<file path="config.mk">
export PLATFORM = sky130hd
export DESIGN_NAME = am_lock_module
export DESIGN_NICKNAME = d
export VERILOG_FILES = /design/src/am_lock_pkg.sv /design/src/am_lock_comparator.sv /design/src/am_lock_fsm.sv /design/src/bip_calculator.sv /design/src/am_error_counter.sv /design/src/am_lock_module.sv
export SDC_FILE = /design/constraint.sdc
export NUM_CORES = 1
export LEC_CHECK = 0
export BUFFER_PORTS_ARGS = -buffer_cell sky130_fd_sc_hd__buf_2
export CAP_MARGIN = 15
export CORE_ASPECT_RATIO = 0.5
export CORE_MARGIN = 2
export CORE_UTILIZATION = 55
export DETAILED_ROUTE_END_ITERATION = 8
export PLACE_DENSITY = 0.84
export SKIP_CTS_REPAIR_TIMING = 1
export SYNTH_ARGS = -nofsm -noshare
export SYNTH_HDL_FRONTEND = slang
export SYNTH_HIERARCHICAL = 1
export SYNTH_SLANG_ARGS = --single-unit
</file>
<file path="constraint.sdc">
create_clock -name i_clock -period 6.7 [get_ports i_clock]
set_input_delay 0.335 -clock i_clock [delete_from_list [all_inputs] [get_ports i_clock]]
set_output_delay 0.335 -clock i_clock [all_outputs]
set_load 0.01 [all_outputs]
</file>
<file path="src/am_lock_pkg.sv">
package am_lock_pkg;

	localparam int NB_DATA_CODED = 66;
	localparam int NB_AM = 48; // M0-M2 and M4-M6
	localparam int N_ALIGNER = 20;
	localparam int NB_LANE_ID = 5;
	localparam int NB_BIP = 8;

	localparam logic [1:0] CTRL_SH = 2'b10;
	localparam logic [7:0] BLOCK_TYPE_CTRL = 8'h1E;
	localparam logic [6:0] PCS_IDLE = 7'h00;

	// sync header on top, then M0 M1 M2, BIP3 right below them
	localparam int BIP_MSB_POS = NB_DATA_CODED - 2 - 24 - 1;

	localparam logic [NB_DATA_CODED-1:0] IDLE_BLOCK = {CTRL_SH, BLOCK_TYPE_CTRL, {8{PCS_IDLE}}};

	// per lane {M0, M1, M2, M4, M5, M6}, M0 in the top byte
	localparam logic [NB_AM-1:0] AM_TABLE [N_ALIGNER] = '{
		48'hC16821_3E97DE, 48'h9D718E_628E71, 48'h594BE8_A6B417, 48'h4D957B_B26A84,
		48'hF50709_0AF8F6, 48'hDD14C2_22EB3D, 48'h9A4A26_65B5D9, 48'h7B4566_84BA99,
		48'hA02476_5FDB89, 48'h68C9FB_973604, 48'hFD6C99_029366, 48'hB99155_466EAA,
		48'h5CB9B2_A3464D, 48'h1AF8BD_E50742, 48'h83C7CA_7C3835, 48'h3536CD_CAC932,
		48'hC4314C_3BCEB3, 48'hADD6B7_522948, 48'h5F662A_A099D5, 48'hC0F0E5_3F0F1A
	};

endpackage

</file>
<file path="src/am_lock_comparator.sv">
module am_lock_comparator
(
	input  logic [am_lock_pkg::NB_AM-1:0] i_am_value,
	input  logic [am_lock_pkg::NB_AM-1:0] i_compare_mask, // 1 = bit is compared
	input  logic [am_lock_pkg::N_ALIGNER-1:0] i_match_mask, // locked lane, one-hot
	input  logic i_enable_mask,

	output logic o_am_match,
	output logic [am_lock_pkg::N_ALIGNER-1:0] o_match_vector
);

	import am_lock_pkg::*;

	logic [N_ALIGNER-1:0] raw_match;
	logic [N_ALIGNER-1:0] accepted_match;

	// masked compare against every lane marker
	always_comb
	begin
		for (int lane = 0; lane < N_ALIGNER; lane++)
		begin
			raw_match[lane] = ((i_am_value ^ AM_TABLE[lane]) & i_compare_mask) == '0;
		end
	end

	// once a lane is latched only its own marker is accepted
	always_comb
	begin
		if (i_enable_mask)
		begin
			accepted_match = raw_match & i_match_mask;
		end
		else
		begin
			accepted_match = raw_match;
		end
	end

	assign o_match_vector = accepted_match;
	assign o_am_match = |accepted_match;

endmodule

</file>
<file path="src/am_lock_fsm.sv">
module am_lock_fsm
#(
	parameter N_BLOCKS = 16383,
	parameter NB_INV_AM = 3,
	parameter NB_VAL_AM = 5
)
(
	input  logic i_clock,
	input  logic i_reset,
	input  logic i_enable,
	input  logic i_valid,
	input  logic i_block_lock,
	input  logic i_am_valid, // accepted match from comparator
	input  logic [am_lock_pkg::N_ALIGNER-1:0] i_match_vector,
	input  logic [NB_VAL_AM-1:0] i_lock_thr,
	input  logic [NB_INV_AM-1:0] i_unlock_thr,

	output logic [am_lock_pkg::N_ALIGNER-1:0] o_match_mask,
	output logic o_enable_mask,
	output logic o_am_lock,
	output logic o_resync_by_am_start,
	output logic o_start_of_lane
);

	import am_lock_pkg::*;

	localparam int NB_PERIOD = $clog2(N_BLOCKS + 1);
	localparam logic [NB_PERIOD-1:0] LAST_BLOCK = NB_PERIOD'(N_BLOCKS - 1);

	typedef enum logic [1:0]
	{
		ST_SEARCH,
		ST_COUNT,
		ST_CHECK
	} state_t;

	state_t state;
	logic [NB_PERIOD-1:0] block_count; // valid blocks since last marker
	logic [NB_VAL_AM-1:0] valid_count;
	logic [NB_INV_AM-1:0] invalid_count;
	logic [N_ALIGNER-1:0] first_lane;
	logic advance;
	logic lock_reached;
	logic unlock_reached;
	logic drop;

	assign advance = i_enable & i_valid;

	// lowest matching lane if the mask lets several through
	assign first_lane = i_match_vector & (~i_match_vector + 1'b1);

	assign lock_reached = ({1'b0, valid_count} + 1'b1) >= {1'b0, i_lock_thr};
	assign unlock_reached = ({1'b0, invalid_count} + 1'b1) >= {1'b0, i_unlock_thr};

	// back to search, from any state but search itself
	always_comb
	begin
		drop = 1'b0;
		if (state != ST_SEARCH)
		begin
			if (!i_block_lock)
			begin
				drop = 1'b1;
			end
			else if (state == ST_CHECK && !i_am_valid && (!o_am_lock || unlock_reached))
			begin
				drop = 1'b1; // one miss before lock, thr misses after
			end
		end
	end

	assign o_resync_by_am_start = advance & drop;
	assign o_start_of_lane = advance & (state == ST_CHECK);
	assign o_enable_mask = (state != ST_SEARCH);

	always_ff @(posedge i_clock)
	begin
		if (i_reset)
		begin
			state <= ST_SEARCH;
			block_count <= '0;
			valid_count <= '0;
			invalid_count <= '0;
			o_match_mask <= '0;
			o_am_lock <= 1'b0;
		end
		else if (advance)
		begin
			if (drop)
			begin
				state <= ST_SEARCH;
				block_count <= '0;
				valid_count <= '0;
				invalid_count <= '0;
				o_match_mask <= '0;
				o_am_lock <= 1'b0;
			end
			else
			begin
				case (state)
					ST_SEARCH:
					begin
						if (i_am_valid && i_block_lock)
						begin
							o_match_mask <= first_lane;
							valid_count <= NB_VAL_AM'(1); // first sighting counts
							invalid_count <= '0;
							block_count <= '0;
							state <= ST_COUNT;
							if (lock_reached)
							begin
								o_am_lock <= 1'b1;
							end
						end
					end
					ST_COUNT:
					begin
						if (block_count == LAST_BLOCK)
						begin
							state <= ST_CHECK; // next valid block is the marker
						end
						else
						begin
							block_count <= block_count + 1'b1;
						end
					end
					ST_CHECK:
					begin
						block_count <= '0;
						state <= ST_COUNT;
						if (i_am_valid)
						begin
							invalid_count <= '0;
							if (valid_count < i_lock_thr)
							begin
								valid_count <= valid_count + 1'b1;
							end
							if (lock_reached)
							begin
								o_am_lock <= 1'b1;
							end
						end
						else
						begin
							valid_count <= '0;
							invalid_count <= invalid_count + 1'b1; // locked, below thr
						end
					end
					default:
					begin
						state <= ST_SEARCH;
					end
				endcase
			end
		end
	end

endmodule

</file>
<file path="src/bip_calculator.sv">
module bip_calculator
#(
	parameter NB_DATA_CODED = 66
)
(
	input  logic i_clock,
	input  logic i_reset,
	input  logic i_enable,
	input  logic i_valid,
	input  logic [NB_DATA_CODED-1:0] i_data,
	input  logic i_start_of_lane, // marker block, resync or first sighting

	output logic [am_lock_pkg::NB_BIP-1:0] o_bip3
);

	import am_lock_pkg::*;

	logic [NB_BIP-1:0] block_bip;
	logic [NB_BIP-1:0] bip_acc;

	// bit j in transmit order sits at i_data[NB_DATA_CODED-1-j]
	always_comb
	begin
		block_bip = '0;
		for (int j = 2; j < NB_DATA_CODED; j++)
		begin
			block_bip[(j - 2) % NB_BIP] = block_bip[(j - 2) % NB_BIP] ^ i_data[NB_DATA_CODED - 1 - j];
		end
		block_bip[3] = block_bip[3] ^ i_data[NB_DATA_CODED - 1]; // sync bit 0
		block_bip[4] = block_bip[4] ^ i_data[NB_DATA_CODED - 2]; // sync bit 1
	end

	always_ff @(posedge i_clock)
	begin
		if (i_reset)
		begin
			bip_acc <= '0;
		end
		else if (i_enable && i_valid)
		begin
			if (i_start_of_lane)
			begin
				bip_acc <= block_bip; // new period starts with this block
			end
			else
			begin
				bip_acc <= bip_acc ^ block_bip;
			end
		end
	end

	// finished period value while the marker block is on the input
	assign o_bip3 = bip_acc;

endmodule

</file>
<file path="src/am_error_counter.sv">
module am_error_counter
#(
	parameter NB_BIP = 8,
	parameter NB_COUNTER = 32
)
(
	input  logic i_clock,
	input  logic i_reset,
	input  logic i_enable,
	input  logic i_match, // good marker at expected position
	input  logic i_reset_count,
	input  logic [NB_BIP-1:0] i_recived_bip,
	input  logic [NB_BIP-1:0] i_calculated_bip,

	output logic [NB_COUNTER-1:0] o_rf_error_count
);

	logic bip_error;
	logic saturated;

	assign bip_error = i_recived_bip != i_calculated_bip;
	assign saturated = &o_rf_error_count;

	always_ff @(posedge i_clock)
	begin
		if (i_reset)
		begin
			o_rf_error_count <= '0;
		end
		else if (i_enable)
		begin
			if (i_reset_count)
			begin
				o_rf_error_count <= '0;
			end
			else if (i_match && bip_error && !saturated)
			begin
				o_rf_error_count <= o_rf_error_count + 1'b1; // holds at all ones
			end
		end
	end

endmodule

</file>
<file path="src/am_lock_module.sv">
module am_lock_module
#(
	parameter N_BLOCKS = 16383,
	parameter NB_ERROR_COUNTER = 32,
	parameter NB_INV_AM = 3,
	parameter NB_VAL_AM = 5
)
(
	input  logic i_clock,
	input  logic i_reset,
	input  logic i_rf_enable,
	input  logic i_valid, // block strobe
	input  logic i_block_lock, // from block sync
	input  logic [am_lock_pkg::NB_DATA_CODED-1:0] i_data,
	input  logic [NB_INV_AM-1:0] i_rf_invalid_am_thr,
	input  logic [NB_VAL_AM-1:0] i_rf_valid_am_thr,
	input  logic [am_lock_pkg::NB_AM-1:0] i_rf_compare_mask,

	output logic [am_lock_pkg::NB_DATA_CODED-1:0] o_data, // to deskew
	output logic [am_lock_pkg::NB_LANE_ID-1:0] o_lane_id, // to lane reorder
	output logic [NB_ERROR_COUNTER-1:0] o_rf_error_counter,
	output logic o_am_lock,
	output logic o_resync,
	output logic o_start_of_lane
);

	import am_lock_pkg::*;

	logic [NB_AM-1:0] am_value;
	logic [NB_BIP-1:0] recived_bip;
	logic [NB_BIP-1:0] calculated_bip;
	logic [N_ALIGNER-1:0] match_mask;
	logic [N_ALIGNER-1:0] match_vector;
	logic [NB_LANE_ID-1:0] lane_index;
	logic am_match;
	logic enable_mask;
	logic start_of_lane;
	logic resync;
	logic am_lock;
	logic bip_restart;

	// M0-M2 above the BIP3 byte, M4-M6 below it
	assign am_value = {i_data[NB_DATA_CODED-3 -: NB_AM/2], i_data[BIP_MSB_POS-NB_BIP -: NB_AM/2]};
	assign recived_bip = i_data[BIP_MSB_POS -: NB_BIP];

	// search-state match is a first sighting, parity starts there too
	assign bip_restart = start_of_lane | resync | (am_match & ~enable_mask);

	always_comb
	begin
		lane_index = '0;
		for (int lane = 0; lane < N_ALIGNER; lane++)
		begin
			if (match_mask[lane])
			begin
				lane_index = NB_LANE_ID'(lane);
			end
		end
	end

	assign o_lane_id = am_lock ? lane_index : '0;
	assign o_data = (start_of_lane && am_lock) ? IDLE_BLOCK : i_data; // marker out, idle in
	assign o_am_lock = am_lock;
	assign o_resync = resync;
	assign o_start_of_lane = start_of_lane;

	am_lock_comparator u_am_lock_comparator
	(
		.i_am_value (am_value),
		.i_compare_mask (i_rf_compare_mask),
		.i_match_mask (match_mask),
		.i_enable_mask (enable_mask),
		.o_am_match (am_match),
		.o_match_vector (match_vector)
	);

	am_lock_fsm
	#(
		.N_BLOCKS (N_BLOCKS),
		.NB_INV_AM (NB_INV_AM),
		.NB_VAL_AM (NB_VAL_AM)
	)
	u_am_lock_fsm
	(
		.i_clock (i_clock),
		.i_reset (i_reset),
		.i_enable (i_rf_enable),
		.i_valid (i_valid),
		.i_block_lock (i_block_lock),
		.i_am_valid (am_match),
		.i_match_vector (match_vector),
		.i_lock_thr (i_rf_valid_am_thr),
		.i_unlock_thr (i_rf_invalid_am_thr),
		.o_match_mask (match_mask),
		.o_enable_mask (enable_mask),
		.o_am_lock (am_lock),
		.o_resync_by_am_start (resync),
		.o_start_of_lane (start_of_lane)
	);

	bip_calculator
	#(
		.NB_DATA_CODED (NB_DATA_CODED)
	)
	u_bip_calculator
	(
		.i_clock (i_clock),
		.i_reset (i_reset),
		.i_enable (i_rf_enable),
		.i_valid (i_valid),
		.i_data (i_data),
		.i_start_of_lane (bip_restart),
		.o_bip3 (calculated_bip)
	);

	am_error_counter
	#(
		.NB_BIP (NB_BIP),
		.NB_COUNTER (NB_ERROR_COUNTER)
	)
	u_am_error_counter
	(
		.i_clock (i_clock),
		.i_reset (i_reset),
		.i_enable (i_rf_enable),
		.i_match (start_of_lane & am_match), // a missing marker has no BIP3 byte
		.i_reset_count (resync),
		.i_recived_bip (recived_bip),
		.i_calculated_bip (calculated_bip),
		.o_rf_error_count (o_rf_error_counter)
	);

endmodule

</file>
# Word-level counts from Yosys, hierarchy flattened
# Cells that the tools add are included.
dict set report op_classes {
  order_cmp 3
  bitwise_logic 110
  addsub 7
  eq_ne 9
  n_reduce_logical 47
  n_mux 53
}
# op count
set op_table {}
lappend op_table {{48-bit AND} 20}
lappend op_table {{48-bit logical NOT} 20}
lappend op_table {{24-bit inverter} 20}
lappend op_table {{5-bit 2-to-1 mux} 23}
lappend op_table {{20-bit 2-to-1 mux} 4}
lappend op_table {{66-bit 2-to-1 mux} 1}
lappend op_table {{32-bit 2-to-1 mux} 2}
lappend op_table {{1-bit XOR} 58}
lappend op_table {{14-bit 2-to-1 mux} 3}
lappend op_table {{14-bit one-hot mux with 3 select lines} 1}
lappend op_table {{20-bit AND} 2}
lappend op_table {{32-bit by 1-bit adder with 32-bit output (second input constant)} 1}
lappend op_table {{32-bit AND reduction} 1}
lappend op_table {{20-bit by 1-bit adder with 20-bit output (second input constant)} 1}
lappend op_table {{20-bit inverter} 1}
lappend op_table {{20-bit OR reduction} 1}
lappend op_table {{14-bit by 1-bit adder with 14-bit output (second input constant)} 1}
lappend op_table {{14-bit == test (second input constant)} 1}
lappend op_table {{4-bit AND reduction} 3}
lappend op_table {{5-bit one-hot mux with 2 select lines} 1}
lappend op_table {{3-bit 2-to-1 mux} 3}
lappend op_table {{3-bit AND reduction} 3}
lappend op_table {{1-bit 2-to-1 mux} 8}
lappend op_table {{8-bit 2-to-1 mux} 1}
lappend op_table {{29 further kinds} 49}
dict set report totals {
  elab_cells 237
  out_inout_bits 106
  in_bits 127
  reg_bits 85
}

# Longest topological paths before layout
# Gate-level depths: netlist of the first run.
dict set report depth {
  word_depth 20
  mapped_depth 20
}

# Modules after synthesis
# The synthesis of the first run kept the hierarchy.
# mod area_per_inst_um2 instances cells_each seq_area_each_um2
set by_module_without_submodules {}
lappend by_module_without_submodules {am_lock_fsm 2571.2 1 298 900.9}
lappend by_module_without_submodules {am_error_counter 1855.5 1 234 640.6}
lappend by_module_without_submodules {am_lock_comparator 1726.7 1 262 0.0}
lappend by_module_without_submodules {bip_calculator 949.7 1 111 160.2}
lappend by_module_without_submodules {am_lock_module 656.9 1 112 0.0}

# Worst setup path after synthesis of the first run
# Ideal clock, no wire load.
dict set report synth_path {
  path_type {reg2reg}
  from {reg u_am_lock_fsm.state[0]}
  to {reg u_am_error_counter.o_rf_error_count[5]}
  arrival_ps 3975
  slack_ps 2598
  path_stages_with_launch 20
  n_path_buf 4
  period_less_slack_ps 4102
  path_cell_list {dfxtp_1 -> buf_4 -> nor2_1 -> inv_1 -> buf_6 -> nor2b_1 -> nor3_1 -> and4_4 -> or4_4 -> nor4_2 -> nand4b_1 -> nor3b_1 -> nand2_1 -> o32ai_1 -> or2_2 -> clkbuf_1 -> clkbuf_1 -> nor2_1 -> o21ai_0 -> o31ai_1}
}
dict set report synth_between {
  elab_chain_cells 12
  elab_cells_between_ends 18
}
# item line
set synth_lines {}
lappend synth_lines {{from (decl)} am_lock_fsm.sv:37} ;# state_t state;
lappend synth_lines {{from (signal assigned)} am_lock_fsm.sv:80} ;# state <= ST_SEARCH;
lappend synth_lines {{from (signal assigned)} am_lock_fsm.sv:91} ;# state <= ST_SEARCH;
lappend synth_lines {{from (signal assigned)} am_lock_fsm.sv:109} ;# state <= ST_COUNT;
lappend synth_lines {{2-bit nonzero test (*)} am_lock_fsm.sv:74} ;# assign o_enable_mask = (state != ST_SEARCH);
lappend synth_lines {{named net enable_mask} am_lock_module.sv:36} ;# logic enable_mask;
lappend synth_lines {{20-bit 2-to-1 mux (*)} am_lock_comparator.sv:29} ;# if (i_enable_mask)
lappend synth_lines {{named net match_vector[1]} am_lock_module.sv:33} ;# logic [N_ALIGNER-1:0] match_vector;
lappend synth_lines {{20-bit OR reduction (*)} am_lock_comparator.sv:40} ;# assign o_am_match = |accepted_match;
lappend synth_lines {{named net am_match} am_lock_module.sv:35} ;# logic am_match;
lappend synth_lines {{1-bit logical NOT (*)} am_lock_fsm.sv:65} ;# else if (state == ST_CHECK && !i_am_valid && (!o_am_lock || unlock_reached))
lappend synth_lines {{1-bit logical AND (*) (2 in a row)} am_lock_fsm.sv:65}
lappend synth_lines {{1-bit 2-to-1 mux (*)} am_lock_fsm.sv:65}
lappend synth_lines {{1-bit 2-to-1 mux (*)} am_lock_fsm.sv:61} ;# if (!i_block_lock)
lappend synth_lines {{1-bit 2-to-1 mux (*)} am_lock_fsm.sv:59} ;# if (state != ST_SEARCH)
lappend synth_lines {{1-bit AND (*)} am_lock_fsm.sv:72} ;# assign o_resync_by_am_start = advance & drop;
lappend synth_lines {{named net o_resync} am_lock_module.sv:23} ;# output logic o_resync,
lappend synth_lines {{2-bit nonzero test (no source line)} n/a}
lappend synth_lines {{2-bit AND reduction (no source line)} n/a}
lappend synth_lines {{to (signal assigned)} am_error_counter.sv:38} ;# o_rf_error_count <= o_rf_error_count + 1'b1;
lappend synth_lines {{to (decl)} am_error_counter.sv:15} ;# output logic [NB_COUNTER-1:0] o_rf_error_count
# Mark *: on every way through the listed nets, which the timed path passes. The rest lies on a longest branch.
# A chain may end at the register's enable or synchronous reset.

# Final worst setup path of the first run
dict set report layout_path {
  from {reg u_am_lock_fsm.state[0]}
  to {reg u_am_error_counter.o_rf_error_count[25]}
}
dict set report layout_between {
  elab_chain_cells 12
  elab_cells_between_ends 18
}
# item line
set layout_lines {}
lappend layout_lines {{2-bit nonzero test (*)} am_lock_fsm.sv:74}
lappend layout_lines {{named net enable_mask} am_lock_module.sv:36}
lappend layout_lines {{20-bit 2-to-1 mux (*)} am_lock_comparator.sv:29}
lappend layout_lines {{named net match_vector[11]} am_lock_module.sv:33}
lappend layout_lines {{20-bit OR reduction (*)} am_lock_comparator.sv:40}
lappend layout_lines {{named net am_match} am_lock_module.sv:35}
lappend layout_lines {{1-bit logical NOT} am_lock_fsm.sv:65}
lappend layout_lines {{1-bit logical AND (2 in a row)} am_lock_fsm.sv:65}
lappend layout_lines {{1-bit 2-to-1 mux} am_lock_fsm.sv:65}
lappend layout_lines {{1-bit 2-to-1 mux} am_lock_fsm.sv:61}
lappend layout_lines {{1-bit 2-to-1 mux} am_lock_fsm.sv:59}
lappend layout_lines {{1-bit AND} am_lock_fsm.sv:72}
lappend layout_lines {{2-bit nonzero test (no source line)} n/a}
lappend layout_lines {{2-bit AND reduction (no source line)} n/a}
# Marked as above.

==> results.py, run 1 <==
metrics = {
    "logic_synthesis": {
        "synth_nets": 1162,
        "synth_edf_count": 0,
        "netlist_instances": 1017,
        "synth_warnings": 6,
        "synth_area_mm2": 0.00776,
        "yosys.area.top_type": "dfxtp_1",
        "yosysSeqAreaShare": 0.219,
        "ys.flop_type": "dfxtp_1",
        "avgSynthCellArea_um2": 7.63,
        "synth_area_leaders": "dfxtp_1, xnor2_1, and2_1",
        "ys_seq_elements": 85,
        "synthArstFlopShare": 0,
        "synth_top_area_frac": 0.219,
        "synthDistinctLibCells": 87,
    },
    "floorplan": {
        "ios": 233,
        "die_w_um": 172,
        "rows": 30,
        "core_mm2": 0.0137,
        "start_util": 0.568,
        "dieArea_mm2": 0.0151,
        "die_y_um": 88.0,
    },
    "worst_setup_path": {
        "end_kind": "register",
        "critPathMaxFanout": 25,
        "crit_arrival_ns": 5.56,
        "start_kind": "register",
        "crit_required_ns": 6.91,
        "reg2reg_setup_slack_ns": 1.35,
        "endpoint": "u_am_error_counter/o_rf_error_count[25]",
        "critical_path.startpoint": "u_am_lock_fsm/state[0]",
        "regToRegEndpoint": "u_am_error_counter/o_rf_error_count[25]",
        "critPathKind": "reg2reg",
        "r2r_cells": 15,
        "reg2reg_from": "u_am_lock_fsm/state[0]",
    },
    "clocking": {
        "cts_max_level": 3,
        "clock_latency_ns": 0.34,
        "path_clk_slew_ns": 0.06,
        "cts_sinks": 85,
        "clock_path_buffers": 2,
        "cts_made_buffers": 9,
        "cts_tree": "built",
        "cts_root_buf": "clkbuf_16",
    },
    "placement": {
        "dp_hpwl_um": 22100,
        "gp_congestion": 1.03,
        "portBuffers": 232,
    },
    "global_route": {
        "overflow": 0,
        "grt_max_degree": 67,
        "track_usage": 0.366,
        "grt_pass1_vias": 8332,
        "grt_pass1_wl_um": 43400,
        "antenna_found_initial": 0,
    },
    "routing": {
        "num_vias": 9086,
        "drt-initial-drc-count": 1120,
        "drc": 0,
        "wl_per_cell_um": 19.8,
        "firstDrtPassIters": 5,
        "totalWireLength_um": 28200,
        "vias_per_cell": 6.37,
        "ant_nets": 0,
    },
    "timing": {
        "rsz0062_at_grt": "no",
        "hold_viol_final": 0,
        "fmax_mhz": 187,
        "min_period_ns": 5.35,
        "finalSetupTns_ns": 0,
        "slew_violations": 0,
        "fin_crit_sh": 0.799,
        "holdWs_ns": 0.360,
        "slew_headroom": 0.243,
        "finalSetupViolCount": 0,
        "finClkSkew_ns": 0.00784,
        "max_slew.worst_pin.slew_ns": 1.12,
    },
    "cells_and_area": {
        "syn2layout_area_growth_pct": 20.1,
        "drive_gt1_frac": 0.260,
        "diodes": 0,
        "nNetsFinal": 1374,
    },
    "flow_run": {
        "maxCapViolations": 0,
    },
    "power_and_ir_drop": {
        "p_leak_nw": 3.88,
        "peakVddDrop_mv": 0.113,
        "powerDensity_mw_per_mm2": 152,
    },
    "hold_path": {
        "hp-class": "in2reg",
    },
    "run_status": {
        "status": "completed",
    },
}
==> critical path: stages (launching register included) <==
cell and delay (ns):
dfxtp_1 0.56, nor2_1 0.16, inv_1 0.56, a2111oi_0 0.24, and4_2 0.31, or4_1 0.52, nor4_2 0.17, nand4b_1 0.36
nor3b_1 0.37, nand2_1 0.18, o32ai_1 0.53, a21oi_1 0.42, inv_1 0.16, a31oi_2 0.19, o21ai_0 0.36, o31ai_1 0.11
==> flip-flops by register name, indices dropped and copies added (netlist names) <==
register and count:
u_am_lock_fsm/o_match_mask 20, u_am_lock_fsm/block_count 14, u_am_lock_fsm/o_am_lock 1, u_am_lock_fsm/invalid_count 3, u_bip_calculator/o_bip3 8, u_am_error_counter/o_rf_error_count 32
u_am_lock_fsm/state 2, u_am_lock_fsm/valid_count 5
==> per-stage QoR <==
step / worst slack [ns] / std cells / power, mW / utilization / area (um^2)
final: 1.35 / 1426 / 1.42 / 0.682 / 9320
after global routing: 0.813 / 1426 / 1.46 / 0.682 / 9320
after CTS: 1.49 / 1426 / 1.41 / 0.682 / 9320
after detailed placement: 1.53 / 1410 / 0.897 / 0.660 / 9010
after global placement: 1.73 / 1410 / 0.889 / 0.660 / 9010
after floorplan: 2.60 / 1017 / 0.753 / - / 7760
==> Yosys cell counts (all sizes together) (9+ instances only) <==
cell type	number
nor2b	13
dfxtp	85
and2	71
nor4	34
nand2b	68
nor3	37
a31oi	15
nand4	59
xnor2	52
clkbuf	19
ha	18
o21ai	45
a21oi	43
o31ai	27
and4	18
inv	44
buf	13
nand2	105
nand3	43
xor2	13
and3	11
a32o	9
nor2	61
==> cell type report <==
class	count	area [um^2]
Sequential cell	85	1700
Fill cell	1238	4340
Clock inverter	5	58.8
Clock buffer	11	253
Multi-Input combinational cell	856	5740
Inverter	44	165
Timing Repair Buffer	233	1170
Tap cell	192	240
==> cells in the final DEF (no fill, tap or decap), drive strengths merged, types with 9 or more instances in the layout <==
cell,count
a21oi,43
a31oi,15
a32o,9
and2,71
and3,11
and4,18
buf,233
clkbuf,11
dfxtp,85
ha,18
inv,44
nand2,105
nand2b,68
nand3,43
nand4,59
nor2,61
nor2b,13
nor3,37
nor4,34
o21ai,45
o31ai,27
xnor2,52
xor2,13
==> cells by family (layout without fill, tap and decap cells) <==
kind of cell | Yosys count | after routing | synth area share
AOI/OAI and AO/OA | 211 | 211 | 0.188
xor gates and xnor gates | 67 | 67 | 0.0811
adders and majority gates | 18 | 18 | 0.0290
buffers and inverters | 76 | 293 | 0.0416
DFF | 85 | 85 | 0.219
muxes | 5 | 5 | 0.00645
and+or+nand+nor | 555 | 555 | 0.435
==> worst min-delay path by stage <==
stage	start	end	slack (ns)	cells past startpoint
after CTS	i_valid	u_bip_calculator/o_bip3[3]	0.35	3
final	i_valid	u_bip_calculator/o_bip3[3]	0.36	3
after detailed placement	u_am_lock_fsm/invalid_count[1]	u_am_lock_fsm/invalid_count[1]	0.48	2
after global routing	i_valid	u_bip_calculator/o_bip3[3]	0.38	3
after floorplan	u_am_lock_fsm/invalid_count[1]	u_am_lock_fsm/invalid_count[1]	0.45	2
after global placement	u_am_lock_fsm/invalid_count[1]	u_am_lock_fsm/invalid_count[1]	0.46	2
==> metal layers <==
metal	global-route usage	vias up	part of all wire
li1	-	4198	-
met2	0.623	534	0.46
met4	0.160	0	0.037
met3	0.0691	102	0.086
met5	0	-	0
met1	0.458	4252	0.41
==> power breakdown <==
group          internal (mW)  leakage [nW]  switching [mW]
clock                  0.309         0.148           0.210
sequential             0.515         0.685          0.0134
combinational          0.155          3.05           0.214
Note: power is estimated with default switching activity, not from simulation.
==> inputs of run 2 (changes only) <==
- CORE_UTILIZATION: 55 -> 48
- PLACE_DENSITY: 0.84 -> 0.78
- clock period: 6.7 -> 4.5 ns (I/O delays scaled with it)
==> run 2 against run 1 <==
Total power grew 43%. Clock-buffer cell count shrank 1. Sequential power grew 49%. Hold slack lost 0.12 ns. Clock skew is essentially flat. Highest routed layer unchanged.
==> results.py, run 2 (same netlist as run 1, synthesis figures left out) <==
metrics = {
    "cells_and_area": {
        "regMostFlops": "u_am_error_counter/o_rf_error_count",
        "nNetsFinal": 1384,
        "seq_area_mm2": 0.00170,
        "mostFrequentLayoutCell": "buf_2",
        "largest_register_ffs": 32,
        "drive_gt1_frac": 0.266,
        "syn2layout_area_growth_pct": 20.8,
        "top_regs": "u_am_error_counter/o_rf_error_count (32), u_am_lock_fsm/o_match_mask (20), u_am_lock_fsm/block_count (14)",
        "most-common-layout-cells": "buf_2, nand2_1, dfxtp_1",
        "multi_input_area_mm2": 0.00574,
        "diodes": 0,
        "fillers": 1466,
    },
    "floorplan": {
        "rows": 32,
        "ios": 233,
        "dieArea_mm2": 0.0173,
        "start_util": 0.497,
        "die_y_um": 93.9,
        "die_w_um": 184,
        "core_mm2": 0.0156,
    },
    "timing": {
        "slew_violations": 0,
        "finalSetupTns_ns": 0,
        "fmax_mhz": 246,
        "rsz0062_at_grt": "no",
        "min_period_ns": 4.06,
        "slew_headroom": 0.478,
        "max_slew.worst_pin.slew_ns": 0.781,
        "hold_viol_final": 0,
        "finClkSkew_ns": 0.00741,
        "finalSetupViolCount": 0,
        "fin_crit_sh": 0.903,
    },
    "global_route": {
        "grt_pass1_wl_um": 43100,
        "grt_max_degree": 67,
        "track_usage": 0.309,
        "overflow": 0,
        "grt_pass1_vias": 8490,
        "antenna_found_initial": 0,
    },
    "placement": {
        "dp_hpwl_um": 21700,
        "gp_congestion": 1.03,
        "portBuffers": 232,
    },
    "worst_setup_path": {
        "crit_required_ns": 4.71,
        "critical_path.startpoint": "u_am_lock_fsm/state[1]",
        "cpMostUsedCell": "buf_4",
        "reg2reg_from": "u_am_lock_fsm/state[1]",
        "regToRegEndpoint": "u_am_error_counter/o_rf_error_count[8]",
        "start_kind": "register",
        "cp.buffers_inverters": 4,
        "reg2reg_setup_slack_ns": 0.44,
        "crit_family": "simple AND/OR/NAND/NOR gates",
        "r2r_cells": 18,
        "critPathMaxStageDelay_ns": 0.55,
        "slowest_stage": "or4_1",
        "crit_chain": "nor2_1 > inv_2 > nor2b_1 > nor3_1 > and4_1 > or4_1 > nor4_2 > nand4b_1 > nor3b_1 > nand2_1 > o32ai_1 > buf_4 > a21oi_1 > inv_1 > a31oi_2 > buf_4 > o21ai_0 > o41ai_1",
        "crit_arrival_ns": 4.28,
        "critPathKind": "reg2reg",
        "end_kind": "register",
        "critPathMaxFanout": 25,
    },
    "hold_path": {
        "hp-class": "in2reg",
        "hold_end": "u_bip_calculator/o_bip3[4]",
        "min_from": "i_valid",
        "min_path_cells": 3,
    },
    "routing": {
        "totalWireLength_um": 27000,
        "route.met2.wl_um": 12400,
        "wl_per_cell_um": 18.6,
        "vias_per_cell": 6.15,
        "drt-initial-drc-count": 736,
        "ant_nets": 0,
        "top_layer": "met4",
        "drc": 0,
        "dr_wl_met3_um": 2040,
        "firstDrtPassIters": 5,
        "wirelength_met1_um": 12100,
        "num_vias": 8900,
    },
    "power_and_ir_drop": {
        "powerDensity_mw_per_mm2": 216,
        "p_total_mw": 2.02,
        "p_leak_nw": 3.91,
        "peakVddDrop_mv": 0.152,
    },
    "clocking": {
        "cts_sinks": 85,
        "cts_tree": "built",
        "clock_latency_ns": 0.34,
        "cts_root_buf": "clkbuf_16",
        "path_clk_slew_ns": 0.07,
        "clock_path_buffers": 2,
        "cts_made_buffers": 9,
        "cts_max_level": 3,
    },
    "flow_run": {
        "maxCapViolations": 0,
    },
    "run_status": {
        "status": "completed",
    },
}
run 2: stage by stage:
stage | utilization | setup WS, ns | hold slack, ns | cell area, um^2 | instances
after floorplan | - | 0.398 | 0.417 | 7760 | 1017
after global placement | 0.582 | 0.436 | 0.459 | 9090 | 1431
after detailed placement | 0.582 | 0.155 | 0.474 | 9090 | 1431
after CTS | 0.600 | 0.172 | 0.233 | 9360 | 1447
after global routing | 0.600 | 0.125 | 0.258 | 9370 | 1448
final | 0.600 | 0.436 | 0.239 | 9370 | 1448
run 2: power by group:
part | switching, mW | internal [mW] | total, mW
clock network | 0.316 | 0.373 | 0.689
logic | 0.315 | 0.232 | 0.547
registers | 0.0194 | 0.767 | 0.786
total | 0.650 | 1.37 | 2.02
run 2: how the worst max path moves through the flow:
stage / to / cells past startpoint
floorplan: u_am_error_counter/o_rf_error_count[5] / 19
global placement: u_bip_calculator/o_bip3[1] / 17
detailed placement: u_bip_calculator/o_bip3[6] / 17
CTS: u_bip_calculator/o_bip3[6] / 17
global route: u_am_error_counter/o_rf_error_count[31] / 18
finish: u_am_error_counter/o_rf_error_count[8] / 18
run 2: tightest hold or removal path, stage by stage:
cell     delay, ns
buf_2         0.13
nand4_1       0.08
a31oi_1       0.08
run 2: layer usage:
layer  GRT usage  vias up
met4      0.0707        0
li1            -     4212
met5           0        -
met3      0.0500       57
met2       0.541      424
met1       0.402     4207
run 2: final cells by class:
class / instances / share of cell area
timing repair buffer: 243 / 0.133
sequential: 85 / 0.182
multi-input combinational: 856 / 0.612
tap: 204 / 0.0272
clock inverter: 6 / 0.00414
inverter: 44 / 0.0176
clock buffer: 10 / 0.0244
